===== src/sw_pkg.sv =====
package sw_pkg;

    ////////////////////////////////////////////////////////////
    // time representation
    ////////////////////////////////////////////////////////////

    // stopwatch time in centiseconds, 59:59.99 needs 19 bits
    typedef logic [18:0] time_cs_t;

    localparam time_cs_t max_time_cs       = 19'd359999; // 59:59.99
    localparam time_cs_t minute_cs         = 19'd6000;
    localparam time_cs_t second_cs         = 19'd100;
    localparam time_cs_t default_preset_cs = minute_cs;  // countdown used when preset is 0

    ////////////////////////////////////////////////////////////
    // tick prescaler
    ////////////////////////////////////////////////////////////

    // clocks per centisecond tick
    // a 100 MHz board build uses 1000000 here
    localparam logic [31:0] tick_div = 32'd4;

    // wide enough for the board divide of 1000000
    typedef logic [19:0] tick_cnt_t;

    ////////////////////////////////////////////////////////////
    // mode control
    ////////////////////////////////////////////////////////////

    typedef enum logic [2:0] {
        st_program,     // preset editing, display shows the preset
        st_ready,       // start value loaded, waiting for start
        st_running,
        st_paused,
        st_expired      // countdown hit zero
    } sw_state_t;

endpackage


===== src/sw_input_cond.sv =====
`timescale 1ns/1ps

module sw_input_cond (
    input  logic clk,
    input  logic rst_n,
    input  logic start_stop,
    input  logic clear,
    input  logic inc,
    input  logic prog,
    input  logic up,
    input  logic min_sel,
    output logic start_stop_stb,
    output logic clear_stb,
    output logic inc_stb,
    output logic prog_s,
    output logic up_s,
    output logic min_sel_s
);

    // bit order: min_sel, up, prog, inc, clear, start_stop
    logic [5:0] sync1;
    logic [5:0] sync2;
    logic [2:0] btn_prev;  // buttons only, for edge detect
    logic [2:0] btn_stb;

    always_ff @(posedge clk) begin
        if (!rst_n) begin
            sync1    <= '0;
            sync2    <= '0;
            btn_prev <= '0;
            btn_stb  <= '0;
        end else begin
            sync1    <= {min_sel, up, prog, inc, clear, start_stop};
            sync2    <= sync1;
            btn_prev <= sync2[2:0];
            btn_stb  <= sync2[2:0] & ~btn_prev; // rising edge
        end
    end

    assign start_stop_stb = btn_stb[0];
    assign clear_stb      = btn_stb[1];
    assign inc_stb        = btn_stb[2];
    assign prog_s         = sync2[3];
    assign up_s           = sync2[4];
    assign min_sel_s      = sync2[5];

    ////////////////////////////////////////////////////////////
    // checks
    ////////////////////////////////////////////////////////////

    // a held button must give one strobe, not a train
    a_stb_single: assert property (@(posedge clk) disable iff (!rst_n)
        (btn_stb & $past(btn_stb)) == 3'b000)
        else $error("button strobe high for two cycles: %b", btn_stb);

endmodule


===== src/sw_tick_gen.sv =====
`timescale 1ns/1ps

module sw_tick_gen (
    input  logic clk,
    input  logic rst_n,
    output logic tick
);

    import sw_pkg::*;

    tick_cnt_t cnt;

    // free running, one tick per tick_div clocks
    always_ff @(posedge clk) begin
        if (!rst_n) begin
            cnt  <= '0;
            tick <= 1'b0;
        end else if (cnt == tick_cnt_t'(tick_div - 32'd1)) begin
            cnt  <= '0;
            tick <= 1'b1;   // wrap cycle
        end else begin
            cnt  <= cnt + tick_cnt_t'(1);
            tick <= 1'b0;
        end
    end

    ////////////////////////////////////////////////////////////
    // checks
    ////////////////////////////////////////////////////////////

    a_tick_single: assert property (@(posedge clk) disable iff (!rst_n)
        tick |=> !tick)
        else $error("tick high for two consecutive cycles");

endmodule


===== src/sw_mode_fsm.sv =====
`timescale 1ns/1ps

module sw_mode_fsm (
    input  logic             clk,
    input  logic             rst_n,
    input  logic             start_stop_stb,
    input  logic             clear_stb,
    input  logic             inc_stb,
    input  logic             prog_s,
    input  logic             up_s,
    input  logic             min_sel_s,
    input  logic             expired_stb,
    output logic             load_stb,
    output sw_pkg::time_cs_t load_value,
    output logic             run,
    output logic             count_up
);

    import sw_pkg::*;

    sw_state_t state;
    sw_state_t state_nxt;
    time_cs_t  preset;
    time_cs_t  preset_nxt;
    time_cs_t  preset_inc;    // preset plus one step, saturated
    time_cs_t  step;
    time_cs_t  start_value;
    time_cs_t  load_val_nxt;
    logic      load_nxt;
    logic      up_chg;

    // count_up holds last cycle's up_s, so it also serves for change detect
    assign up_chg = (up_s != count_up);
    assign step   = min_sel_s ? minute_cs : second_cs;

    always_comb begin
        if (preset > max_time_cs - step)
            preset_inc = max_time_cs;
        else
            preset_inc = preset + step;
    end

    // up counts from zero, down from the preset or the one minute default
    always_comb begin
        if (up_s)
            start_value = '0;
        else if (preset == '0)
            start_value = default_preset_cs;
        else
            start_value = preset;
    end

    ////////////////////////////////////////////////////////////
    // next state
    ////////////////////////////////////////////////////////////

    always_comb begin
        state_nxt    = state;
        preset_nxt   = preset;
        load_nxt     = 1'b0;
        load_val_nxt = start_value;
        if (prog_s) begin
            state_nxt = st_program;
            if (state != st_program) begin
                load_nxt     = 1'b1;     // show the preset on entry
                load_val_nxt = preset;
            end
            if (clear_stb) begin
                preset_nxt   = '0;
                load_nxt     = 1'b1;
                load_val_nxt = '0;
            end else if (inc_stb) begin
                preset_nxt   = preset_inc;
                load_nxt     = 1'b1;
                load_val_nxt = preset_inc;
            end
        end else if (state == st_program || up_chg || clear_stb) begin
            // leaving program, direction flip or clear all restart
            state_nxt = st_ready;
            load_nxt  = 1'b1;
        end else begin
            case (state)
                st_ready:   if (start_stop_stb) state_nxt = st_running;
                st_running: begin
                    if (expired_stb)
                        state_nxt = st_expired;
                    else if (start_stop_stb)
                        state_nxt = st_paused;
                end
                st_paused: begin
                    // expiry can land just after a pause
                    if (expired_stb)
                        state_nxt = st_expired;
                    else if (start_stop_stb)
                        state_nxt = st_running;
                end
                st_expired: state_nxt = st_expired;  // wait for clear, prog or up
                default:    state_nxt = st_ready;
            endcase
        end
    end

    always_ff @(posedge clk) begin
        if (!rst_n) begin
            state    <= st_ready;
            preset   <= '0;
            load_stb <= 1'b0;
            run      <= 1'b0;
            count_up <= 1'b0;
        end else begin
            state    <= state_nxt;
            preset   <= preset_nxt;
            load_stb <= load_nxt;
            run      <= (state_nxt == st_running);
            count_up <= up_s;
        end
    end

    always_ff @(posedge clk) begin
        load_value <= load_val_nxt;   // only meaningful with load_stb
    end

    ////////////////////////////////////////////////////////////
    // checks
    ////////////////////////////////////////////////////////////

    a_run_state: assert property (@(posedge clk) disable iff (!rst_n)
        run |-> state == st_running)
        else $error("run high in state %s", state.name());

    a_preset_max: assert property (@(posedge clk) disable iff (!rst_n)
        preset <= max_time_cs)
        else $error("preset %0d above maximum", preset);

endmodule


===== src/sw_time_counter.sv =====
`timescale 1ns/1ps

module sw_time_counter (
    input  logic             clk,
    input  logic             rst_n,
    input  logic             tick,
    input  logic             load_stb,
    input  sw_pkg::time_cs_t load_value,
    input  logic             run,
    input  logic             count_up,
    output sw_pkg::time_cs_t time_cs,
    output logic             expired_stb
);

    import sw_pkg::*;

    logic at_max;
    logic at_zero;
    logic step_en;

    assign at_max  = (time_cs >= max_time_cs);
    assign at_zero = (time_cs == '0);
    assign step_en = tick && run;

    ////////////////////////////////////////////////////////////
    // time register
    ////////////////////////////////////////////////////////////

    always_ff @(posedge clk) begin
        if (!rst_n) begin
            time_cs     <= '0;
            expired_stb <= 1'b0;
        end else begin
            expired_stb <= 1'b0;
            if (load_stb) begin
                time_cs <= load_value;       // load wins over counting
            end else if (step_en) begin
                if (count_up) begin
                    if (!at_max)
                        time_cs <= time_cs + time_cs_t'(1);
                end else if (!at_zero) begin
                    time_cs <= time_cs - time_cs_t'(1);
                    // flag on the same edge that writes 0
                    if (time_cs == time_cs_t'(1))
                        expired_stb <= 1'b1;
                end
            end
        end
    end

    // once at zero a countdown stays there, so expiry fires only once

    ////////////////////////////////////////////////////////////
    // checks
    ////////////////////////////////////////////////////////////

    a_time_max: assert property (@(posedge clk) disable iff (!rst_n)
        time_cs <= max_time_cs)
        else $error("time_cs %0d above maximum", time_cs);

    a_expired_zero: assert property (@(posedge clk) disable iff (!rst_n)
        expired_stb |-> time_cs == '0)
        else $error("expired_stb with time_cs %0d", time_cs);

endmodule


===== src/stopwatch_top.sv =====
`timescale 1ns/1ps

module stopwatch_top (
    input  logic             clk,
    input  logic             rst_n,
    input  logic             start_stop,
    input  logic             clear,
    input  logic             inc,
    input  logic             prog,
    input  logic             up,
    input  logic             min_sel,
    output sw_pkg::time_cs_t time_cs,
    output logic             zero
);

    import sw_pkg::*;

    // conditioned inputs
    logic start_stop_stb;
    logic clear_stb;
    logic inc_stb;
    logic prog_s;
    logic up_s;
    logic min_sel_s;

    logic     tick;
    logic     load_stb;
    time_cs_t load_value;
    logic     run;
    logic     count_up;

    ////////////////////////////////////////////////////////////
    // input conditioning, mode control, time counting
    ////////////////////////////////////////////////////////////

    sw_input_cond input_cond_i (
        .clk            (clk),
        .rst_n          (rst_n),
        .start_stop     (start_stop),
        .clear          (clear),
        .inc            (inc),
        .prog           (prog),
        .up             (up),
        .min_sel        (min_sel),
        .start_stop_stb (start_stop_stb),
        .clear_stb      (clear_stb),
        .inc_stb        (inc_stb),
        .prog_s         (prog_s),
        .up_s           (up_s),
        .min_sel_s      (min_sel_s)
    );

    sw_tick_gen tick_gen_i (
        .clk   (clk),
        .rst_n (rst_n),
        .tick  (tick)
    );

    sw_mode_fsm mode_fsm_i (
        .clk            (clk),
        .rst_n          (rst_n),
        .start_stop_stb (start_stop_stb),
        .clear_stb      (clear_stb),
        .inc_stb        (inc_stb),
        .prog_s         (prog_s),
        .up_s           (up_s),
        .min_sel_s      (min_sel_s),
        .expired_stb    (zero),         // expiry pulse doubles as the zero output
        .load_stb       (load_stb),
        .load_value     (load_value),
        .run            (run),
        .count_up       (count_up)
    );

    sw_time_counter time_counter_i (
        .clk         (clk),
        .rst_n       (rst_n),
        .tick        (tick),
        .load_stb    (load_stb),
        .load_value  (load_value),
        .run         (run),
        .count_up    (count_up),
        .time_cs     (time_cs),
        .expired_stb (zero)
    );

endmodule


===== config.mk =====
export PLATFORM = sky130hd
export DESIGN_NAME = stopwatch_top
export DESIGN_NICKNAME = d
export VERILOG_FILES = /design/src/sw_pkg.sv /design/src/sw_input_cond.sv /design/src/sw_tick_gen.sv /design/src/sw_mode_fsm.sv /design/src/sw_time_counter.sv /design/src/stopwatch_top.sv
export SDC_FILE = /design/constraint.sdc
export NUM_CORES = 1
export LEC_CHECK = 0
export ABC_AREA = 1
export BUFFER_PORTS_ARGS = -buffer_cell sky130_fd_sc_hd__buf_4
export CORE_ASPECT_RATIO = 1.2
export CORE_UTILIZATION = 30
export DETAILED_ROUTE_END_ITERATION = 8
export PLACE_DENSITY_LB_ADDON = 0.1
export SETUP_SLACK_MARGIN = 0.5
export SYNTH_ARGS = -nofsm -noshare
export SYNTH_HDL_FRONTEND = slang
export SYNTH_HIERARCHICAL = 1
export SYNTH_SLANG_ARGS = --single-unit

===== constraint.sdc =====
create_clock -name clk -period 4.8 [get_ports clk]
set_input_delay 0.96 -clock clk [delete_from_list [all_inputs] [get_ports clk]]
set_output_delay 0.96 -clock clk [all_outputs]
set_load 0.005 [all_outputs]

Word level (Yosys, flattened, before mapping)
Index checks and enable logic that the tools add are counted.

storage, ports and cells
  input bits = 8
  logic and storage cells = 77
  bits in registers = 103

cells by class
  reduce and logical (&&, ||, !) cells = 13
  $add $sub $neg = 5
  bitwise gates (word level) = 4
  equality and inequality tests = 10
  order comparisons = 2
  muxes and demuxes = 29

operators with widths
  cell                                                        number
  two-way mux 19 bit                                          14
  logical NOT 19 bit                                          2
  adder 20 x 1 -> 20 bit (second input constant)              1
  == test 20 x 2 -> 1 bit (second input constant)             1
  adder 19 x 1 -> 19 bit (second input constant)              1
  adder 19 bit                                                1
  == test 19 x 1 -> 1 bit (second input constant)             1
  greater-or-equal comparator 19 bit (second input constant)  1
  greater-than comparator 19 bit                              1
  subtractor 19 x 1 -> 19 bit (second input constant)         1
  subtractor 19 bit (first input constant)                    1
  two-way mux 3 bit                                           6
  two-way mux 13 bit                                          1
  one-hot mux 3 bit (4 select lines)                          1
  == test 3 x 2 -> 1 bit (second input constant)              3
  two-way mux 1 bit                                           7
  inequality test 3 bit (second input constant)               2
  OR reduction 5 bit                                          1
  nonzero test 2 bit                                          2
  bitwise AND 3 bit                                           1
  == test 3 x 1 -> 1 bit (second input constant)              1
  == test 3 bit (second input constant)                       1
  logical NOT 3 bit                                           1
  inverter 3 bit                                              1
  other kinds (8)                                             10

Logic depth before layout (Yosys ltp)
  word-level depth = 7
  depth in mapped cells = 14
  depth with buffers taken out = 14

Modules after synthesis
Netlist, hierarchy kept.

modules (own cells, without submodules)
  module           area an instance (um^2)  sequential area each (um^2)  cells each  instances
  sw_mode_fsm      2791.4                   880.8                        446         1
  sw_time_counter  2073.2                   400.4                        382         1
  sw_tick_gen      1057.3                   420.4                        153         1
  sw_input_cond    495.5                    360.3                        52          1

Worst setup path after synthesis
OpenSTA, ideal clock, no wires.

  path type = register to register
  start = register input_cond_i.sync2[5]
  end = register mode_fsm_i.load_value[13]
  data required time = 4.672 ns
  slack = 2.960 ns
  clock period less this slack = 1.840 ns
  arrival time = 1.712 ns
  stages on the path, launching flop included = 13
  setup time = 0.128 ns
  cells stage by stage = dfxtp_1 > inv_1 > ha_1 > nand2_1 > inv_1 > nand2_2 > nor2_4 > nand3b_1 > nand2_4 > buf_6 > nand3_2 > nand2_1 > a21oi_1

between the ends
  cells in the longest elaborated chain, start to end = 7

RTL lines
  what                             line                 text
  start, declared                  sw_input_cond.sv:22  logic [5:0] sync2;
  start signal, assigned           sw_input_cond.sv:34  sync2 <= sync1;
  two-way mux 13 bit (*)           sw_mode_fsm.sv:34    assign step = min_sel_s ? minute_cs : second_cs;
  subtractor 19 bit                sw_mode_fsm.sv:37    if (preset > max_time_cs - step)
  greater-than comparator 19 bit   sw_mode_fsm.sv:37
  two-way mux 19 bit (*)           sw_mode_fsm.sv:37
  two-way mux 19 bit (*)           sw_mode_fsm.sv:72    end else if (inc_stb) begin
  two-way mux 19 bit (*)           sw_mode_fsm.sv:68    if (clear_stb) begin
  two-way mux 19 bit (*)           sw_mode_fsm.sv:62    if (prog_s) begin
  via mode_fsm_i.load_val_nxt[13]  sw_mode_fsm.sv:28    time_cs_t load_val_nxt;
  end signal, assigned             sw_mode_fsm.sv:120   load_value <= load_val_nxt;
  end, declared                    sw_mode_fsm.sv:14    output sw_pkg::time_cs_t load_value,

Mark *: on every way through the listed nets, which the timed path passes. The rest lies on a longest branch.
A chain may end at the register's enable or synchronous reset.

Worst setup path in the final report
  start = register mode_fsm_i.count_up
  end = register time_counter_i.time_cs[6]

between the ends
  cells in the longest elaborated chain, start to end = 3

RTL lines
  what                    line                   text
  start, declared         sw_mode_fsm.sv:16      output logic count_up
  start signal, assigned  sw_mode_fsm.sv:115     count_up <= up_s;
  two-way mux 19 bit      sw_time_counter.sv:38  if (count_up) begin
  two-way mux 19 bit      sw_time_counter.sv:37  end else if (step_en) begin
  two-way mux 19 bit      sw_time_counter.sv:35  if (load_stb) begin
  end signal, assigned    sw_time_counter.sv:36  time_cs <= load_value;
  end signal, assigned    sw_time_counter.sv:40  time_cs <= time_cs + time_cs_t'(1);
  end signal, assigned    sw_time_counter.sv:42  time_cs <= time_cs - time_cs_t'(1);
  end, declared           sw_time_counter.sv:11  output sw_pkg::time_cs_t time_cs,

Parallel ways exist; a longest one is shown, timed or not. The select of a mux whose other input is x is not followed.

==> run_summary.xml <==
<?xml version="1.0" encoding="UTF-8"?>
<metrics>
  <group name="global_routing">
    <metric name="antenna_found_initial" unit="">0</metric>
    <metric name="globalRouteTotalUtil" unit="%">18.4</metric>
    <metric name="first_pass_grt_wire_length" unit="mm">31.4</metric>
    <metric name="grt_remaining_overflow" unit="">0</metric>
    <metric name="grt_max_degree" unit="">36</metric>
    <metric name="grt_pass1_vias" unit="">5964</metric>
  </group>
  <group name="die">
    <metric name="effective_utilization_at_floorplan" unit="%">30.6</metric>
    <metric name="horizontal_extent_of_the_die" unit="µm">136</metric>
    <metric name="core.rowCount" unit="">58</metric>
    <metric name="top_level_ports" unit="">28</metric>
    <metric name="die_h" unit="µm">162</metric>
    <metric name="die_area" unit="mm²">0.0220</metric>
    <metric name="floorplan.core_area" unit="mm²">0.0210</metric>
  </group>
  <group name="critical_path">
    <metric name="crit_path_end_kind" unit="">flop</metric>
    <metric name="crit_chain" unit="">inv_1 &gt; nand2_1 &gt; o21ai_0 &gt; or2_2 &gt; nand3_1 &gt; nand2_1 &gt; nand2_1 &gt; a21oi_1</metric>
    <metric name="cp.required" unit="ps">5010</metric>
    <metric name="worstPathMaxFanout" unit="">24</metric>
    <metric name="cpMaxStageDelayCell" unit="">sky130_fd_sc_hd__dfxtp_1</metric>
    <metric name="cpMostUsedCell" unit="">sky130_fd_sc_hd__nand2_1</metric>
    <metric name="crit_buf_inv" unit="">1</metric>
    <metric name="path_class" unit="">flop to flop</metric>
    <metric name="setup.reg_to_reg.worst_slack" unit="ps">2200</metric>
    <metric name="worst_path_largest_cell_delay" unit="ps">900</metric>
    <metric name="cpLargestDelayFamily" unit="">flip-flops</metric>
    <metric name="timing.critical_path.arrival" unit="ps">2810</metric>
    <metric name="crit_path_start_kind" unit="">flop</metric>
  </group>
  <group name="timing">
    <metric name="fin_skew" unit="ps">7.80</metric>
    <metric name="worstMarginPinSlew" unit="ps">879</metric>
    <metric name="worst_slew_margin_rel" unit="%">41.3</metric>
    <metric name="final-max-slew-violation-count" unit="">0</metric>
    <metric name="min_period_over_period" unit="%">54.3</metric>
    <metric name="unrepaired_setup_endpoints_after_global_routing" unit="">false</metric>
    <metric name="hold_viol" unit="">0</metric>
    <metric name="timing.hold.ws" unit="ps">383</metric>
    <metric name="finalWorstPathRequiredPeriod" unit="ps">2600</metric>
    <metric name="setup-tns-final" unit="ps">0</metric>
    <metric name="final-setup-viol-count" unit="">0</metric>
    <metric name="achievable-frequency" unit="GHz">0.384</metric>
  </group>
  <group name="synthesis">
    <metric name="synth.cell_area" unit="mm²">0.00642</metric>
    <metric name="synth_area_per_cell" unit="µm²">6.21</metric>
    <metric name="postSynth.asyncResetShare" unit="%">0</metric>
    <metric name="synth_area_leader_cell" unit="">sky130_fd_sc_hd__dfxtp_1</metric>
    <metric name="distinct_cell_type_count_of_the_synthesized_netlist" unit="">38</metric>
    <metric name="yosys_register_bits" unit="">103</metric>
    <metric name="synth-seq-area-share" unit="%">32.1</metric>
    <metric name="yosysTopAreaCellShare" unit="%">32.1</metric>
    <metric name="post_synth_main_area_contributors" unit="">sky130_fd_sc_hd__dfxtp_1 (32%), sky130_fd_sc_hd__nand2_1 (20%), sky130_fd_sc_hd__nor2_1 (6.8%)</metric>
    <metric name="syn-instance-count" unit="">1033</metric>
    <metric name="synth_enable_flop_cells" unit="">0</metric>
    <metric name="synth_warnings" unit="">6</metric>
    <metric name="dominantRegCellSynth" unit="">sky130_fd_sc_hd__dfxtp_1</metric>
    <metric name="syn_nets" unit="">1055</metric>
  </group>
  <group name="drt">
    <metric name="drcViolationCount" unit="">0</metric>
    <metric name="detailroute.via_count" unit="">6263</metric>
    <metric name="drt_wl_total" unit="mm">19.4</metric>
    <metric name="route.detailed.vias_per_inst" unit="">4.76</metric>
    <metric name="route.antenna.remaining_nets" unit="">0</metric>
    <metric name="drt_first_iter_violations" unit="">403</metric>
    <metric name="post_drt_wl_per_cell" unit="µm">14.7</metric>
    <metric name="drt_first_pass_iters" unit="">5</metric>
  </group>
  <group name="finish">
    <metric name="share_of_final_layout_standard_cells_stronger_than_drive_strength_1" unit="%">8.70</metric>
    <metric name="syn_to_final_growth" unit="%">11.1</metric>
    <metric name="layout.nets" unit="">1064</metric>
    <metric name="antenna_cells_inserted" unit="">0</metric>
  </group>
  <group name="power">
    <metric name="cellPowerDensity" unit="mW/mm²">332</metric>
    <metric name="vdd_ir_drop_max" unit="µV">178</metric>
    <metric name="p_leak" unit="nW">3.23</metric>
  </group>
  <group name="flow_run">
    <metric name="cap_violations" unit="">0</metric>
  </group>
  <group name="clock_tree">
    <metric name="cts-hold-fix-buffers" unit="">0</metric>
    <metric name="ctsHtreeMaxLevel" unit="">3</metric>
    <metric name="clk_transition_reported_paths" unit="ps">70</metric>
    <metric name="clkLatencyLatePin" unit="ps">350</metric>
    <metric name="tritoncts.num_buffers" unit="">9</metric>
    <metric name="tritoncts" unit="">done</metric>
    <metric name="ctsLongestPathBuffers" unit="">2</metric>
    <metric name="post-cts-setup-buffers" unit="">0</metric>
    <metric name="cts.sink_count" unit="">103</metric>
    <metric name="cts_root_buffer" unit="">sky130_fd_sc_hd__clkbuf_16</metric>
    <metric name="cts_repair_resize_count" unit="">0</metric>
  </group>
  <group name="run_status">
    <metric name="status" unit="">finished clean</metric>
  </group>
  <group name="placement">
    <metric name="port_buffers" unit="">27</metric>
    <metric name="routabilityCongestion" unit="">0.891</metric>
    <metric name="dp.final_hpwl" unit="mm">14.6</metric>
  </group>
  <group name="worst_hold_path">
    <metric name="hold_path.class" unit="">flop to flop</metric>
  </group>
</metrics>
==> cell usage after synthesis, types with 2 or more instances <==
| cell type | number |
|---|---|
| sky130_fd_sc_hd__nand2_1 | 342 |
| sky130_fd_sc_hd__nor2_1 | 116 |
| sky130_fd_sc_hd__inv_1 | 109 |
| sky130_fd_sc_hd__dfxtp_1 | 103 |
| sky130_fd_sc_hd__nand3_1 | 82 |
| sky130_fd_sc_hd__a21oi_1 | 59 |
| sky130_fd_sc_hd__o21ai_0 | 41 |
| sky130_fd_sc_hd__nand4_1 | 25 |
| sky130_fd_sc_hd__ha_1 | 14 |
| sky130_fd_sc_hd__clkbuf_1 | 13 |
| sky130_fd_sc_hd__xor2_1 | 12 |
| sky130_fd_sc_hd__nor2_2 | 11 |
| sky130_fd_sc_hd__nor3_1 | 11 |
| sky130_fd_sc_hd__a22oi_1 | 9 |
| sky130_fd_sc_hd__nand2_2 | 9 |
| sky130_fd_sc_hd__buf_2 | 7 |
| sky130_fd_sc_hd__clkinv_1 | 7 |
| sky130_fd_sc_hd__nand3_2 | 7 |
| sky130_fd_sc_hd__or2_2 | 6 |
| sky130_fd_sc_hd__buf_6 | 5 |
| sky130_fd_sc_hd__nand3b_1 | 5 |
| sky130_fd_sc_hd__xnor2_1 | 5 |
| sky130_fd_sc_hd__buf_4 | 4 |
| sky130_fd_sc_hd__inv_2 | 4 |
| sky130_fd_sc_hd__nor2_4 | 4 |
| sky130_fd_sc_hd__o21bai_1 | 4 |
| sky130_fd_sc_hd__o21ai_1 | 3 |
| sky130_fd_sc_hd__a21oi_2 | 2 |
| sky130_fd_sc_hd__and2_1 | 2 |
| sky130_fd_sc_hd__nand2_4 | 2 |
| sky130_fd_sc_hd__nor3_2 | 2 |
| sky130_fd_sc_hd__nor4_1 | 2 |
==> sequential cells by signal (all words and copies together) (netlist names) <==
signal,cells
input_cond_i/btn_prev,3
mode_fsm_i/run,1
mode_fsm_i/preset,19
tick_gen_i/cnt,20
input_cond_i/sync2,6
mode_fsm_i/state,3
input_cond_i/sync1,6
tick_gen_i/tick,1
input_cond_i/btn_stb,3
mode_fsm_i/count_up,1
mode_fsm_i/load_value,19
mode_fsm_i/load_stb,1
time_counter_i/expired_stb,1
time_counter_i/time_cs,19
==> report_power, final <==
part           leakage [nW]  internal [mW]  switching, mW
Combinational          2.23          0.206          0.348
Sequential            0.838          0.898         0.0766
Clock                 0.159          0.509          0.332
Total                  3.23           1.61          0.756
==> layout make-up <==
cell class	instances	area [µm²]
Clock inverter	5	106
Clock buffer	10	229
Tap cell	270	338
Sequential cell	103	2060
Multi-Input combinational cell	780	3730
Fill cell	2346	13800
Timing Repair Buffer	28	210
Inverter	120	450
==> metal layers <==
layer,vias up,wire length (µm),GRT usage (%)
met1,2846,8790,22.7
met2,103,9830,33.3
met5,-,0,0
met3,16,517,2.40
li1,3298,-,-
met4,0,267,4.70
==> final timing paths <==
| check | endpoint | from | depth (start not counted) |
|---|---|---|---|
| max | time_counter_i/time_cs[6] | mode_fsm_i/count_up | 8 |
| min | input_cond_i/btn_stb[2] | input_cond_i/btn_prev[2] | 1 |
| max reg2reg | time_counter_i/time_cs[6] | mode_fsm_i/count_up | 8 |
| min reg2reg | input_cond_i/btn_stb[2] | input_cond_i/btn_prev[2] | 1 |
==> kinds of logic (layout without fill, tap and decap cells) <==
group | count (synthesis) | count (layout) | synth area share (%)
AND/OR/NAND/NOR | 630 | 630 | 43.1
XOR/XNOR | 17 | 17 | 2.32
AO/OA/AOI/OAI | 119 | 119 | 9.96
flip-flops | 103 | 103 | 32.1
buffers and inverters | 150 | 163 | 9.73
adder cells (fa/ha/maj) | 14 | 14 | 2.73
==> cell usage in the layout, fill, tap and decap left out, drive strengths merged, types with 9 or more instances in the layout <==
cell / netlist / final
xor2: 12 / 12
nor3: 13 / 13
clkbuf: 13 / 10
a21oi: 61 / 61
nand2: 353 / 353
nor2: 131 / 131
inv: 113 / 114
nand3: 90 / 90
ha: 14 / 14
buf: 17 / 28
nand4: 26 / 26
o21ai: 44 / 44
a22oi: 9 / 9
dfxtp: 103 / 103
==> stage by stage <==
stage / instance area (µm²) / utilization, % / setup slack (ps) / total power [mW] / cells
2_1_floorplan: 6420 / - / 2960 / 1.40 / 1033
3_3_place_gp: 6790 / 32.4 / 2320 / 1.55 / 1301
3_5_place_dp: 6790 / 32.4 / 2220 / 1.55 / 1301
4_1_cts: 7130 / 34.0 / 2210 / 2.41 / 1316
5_1_grt: 7130 / 34.0 / 1990 / 2.54 / 1316
6_report: 7130 / 34.0 / 2200 / 2.37 / 1316
Note: power is estimated with default switching activity, not from simulation.
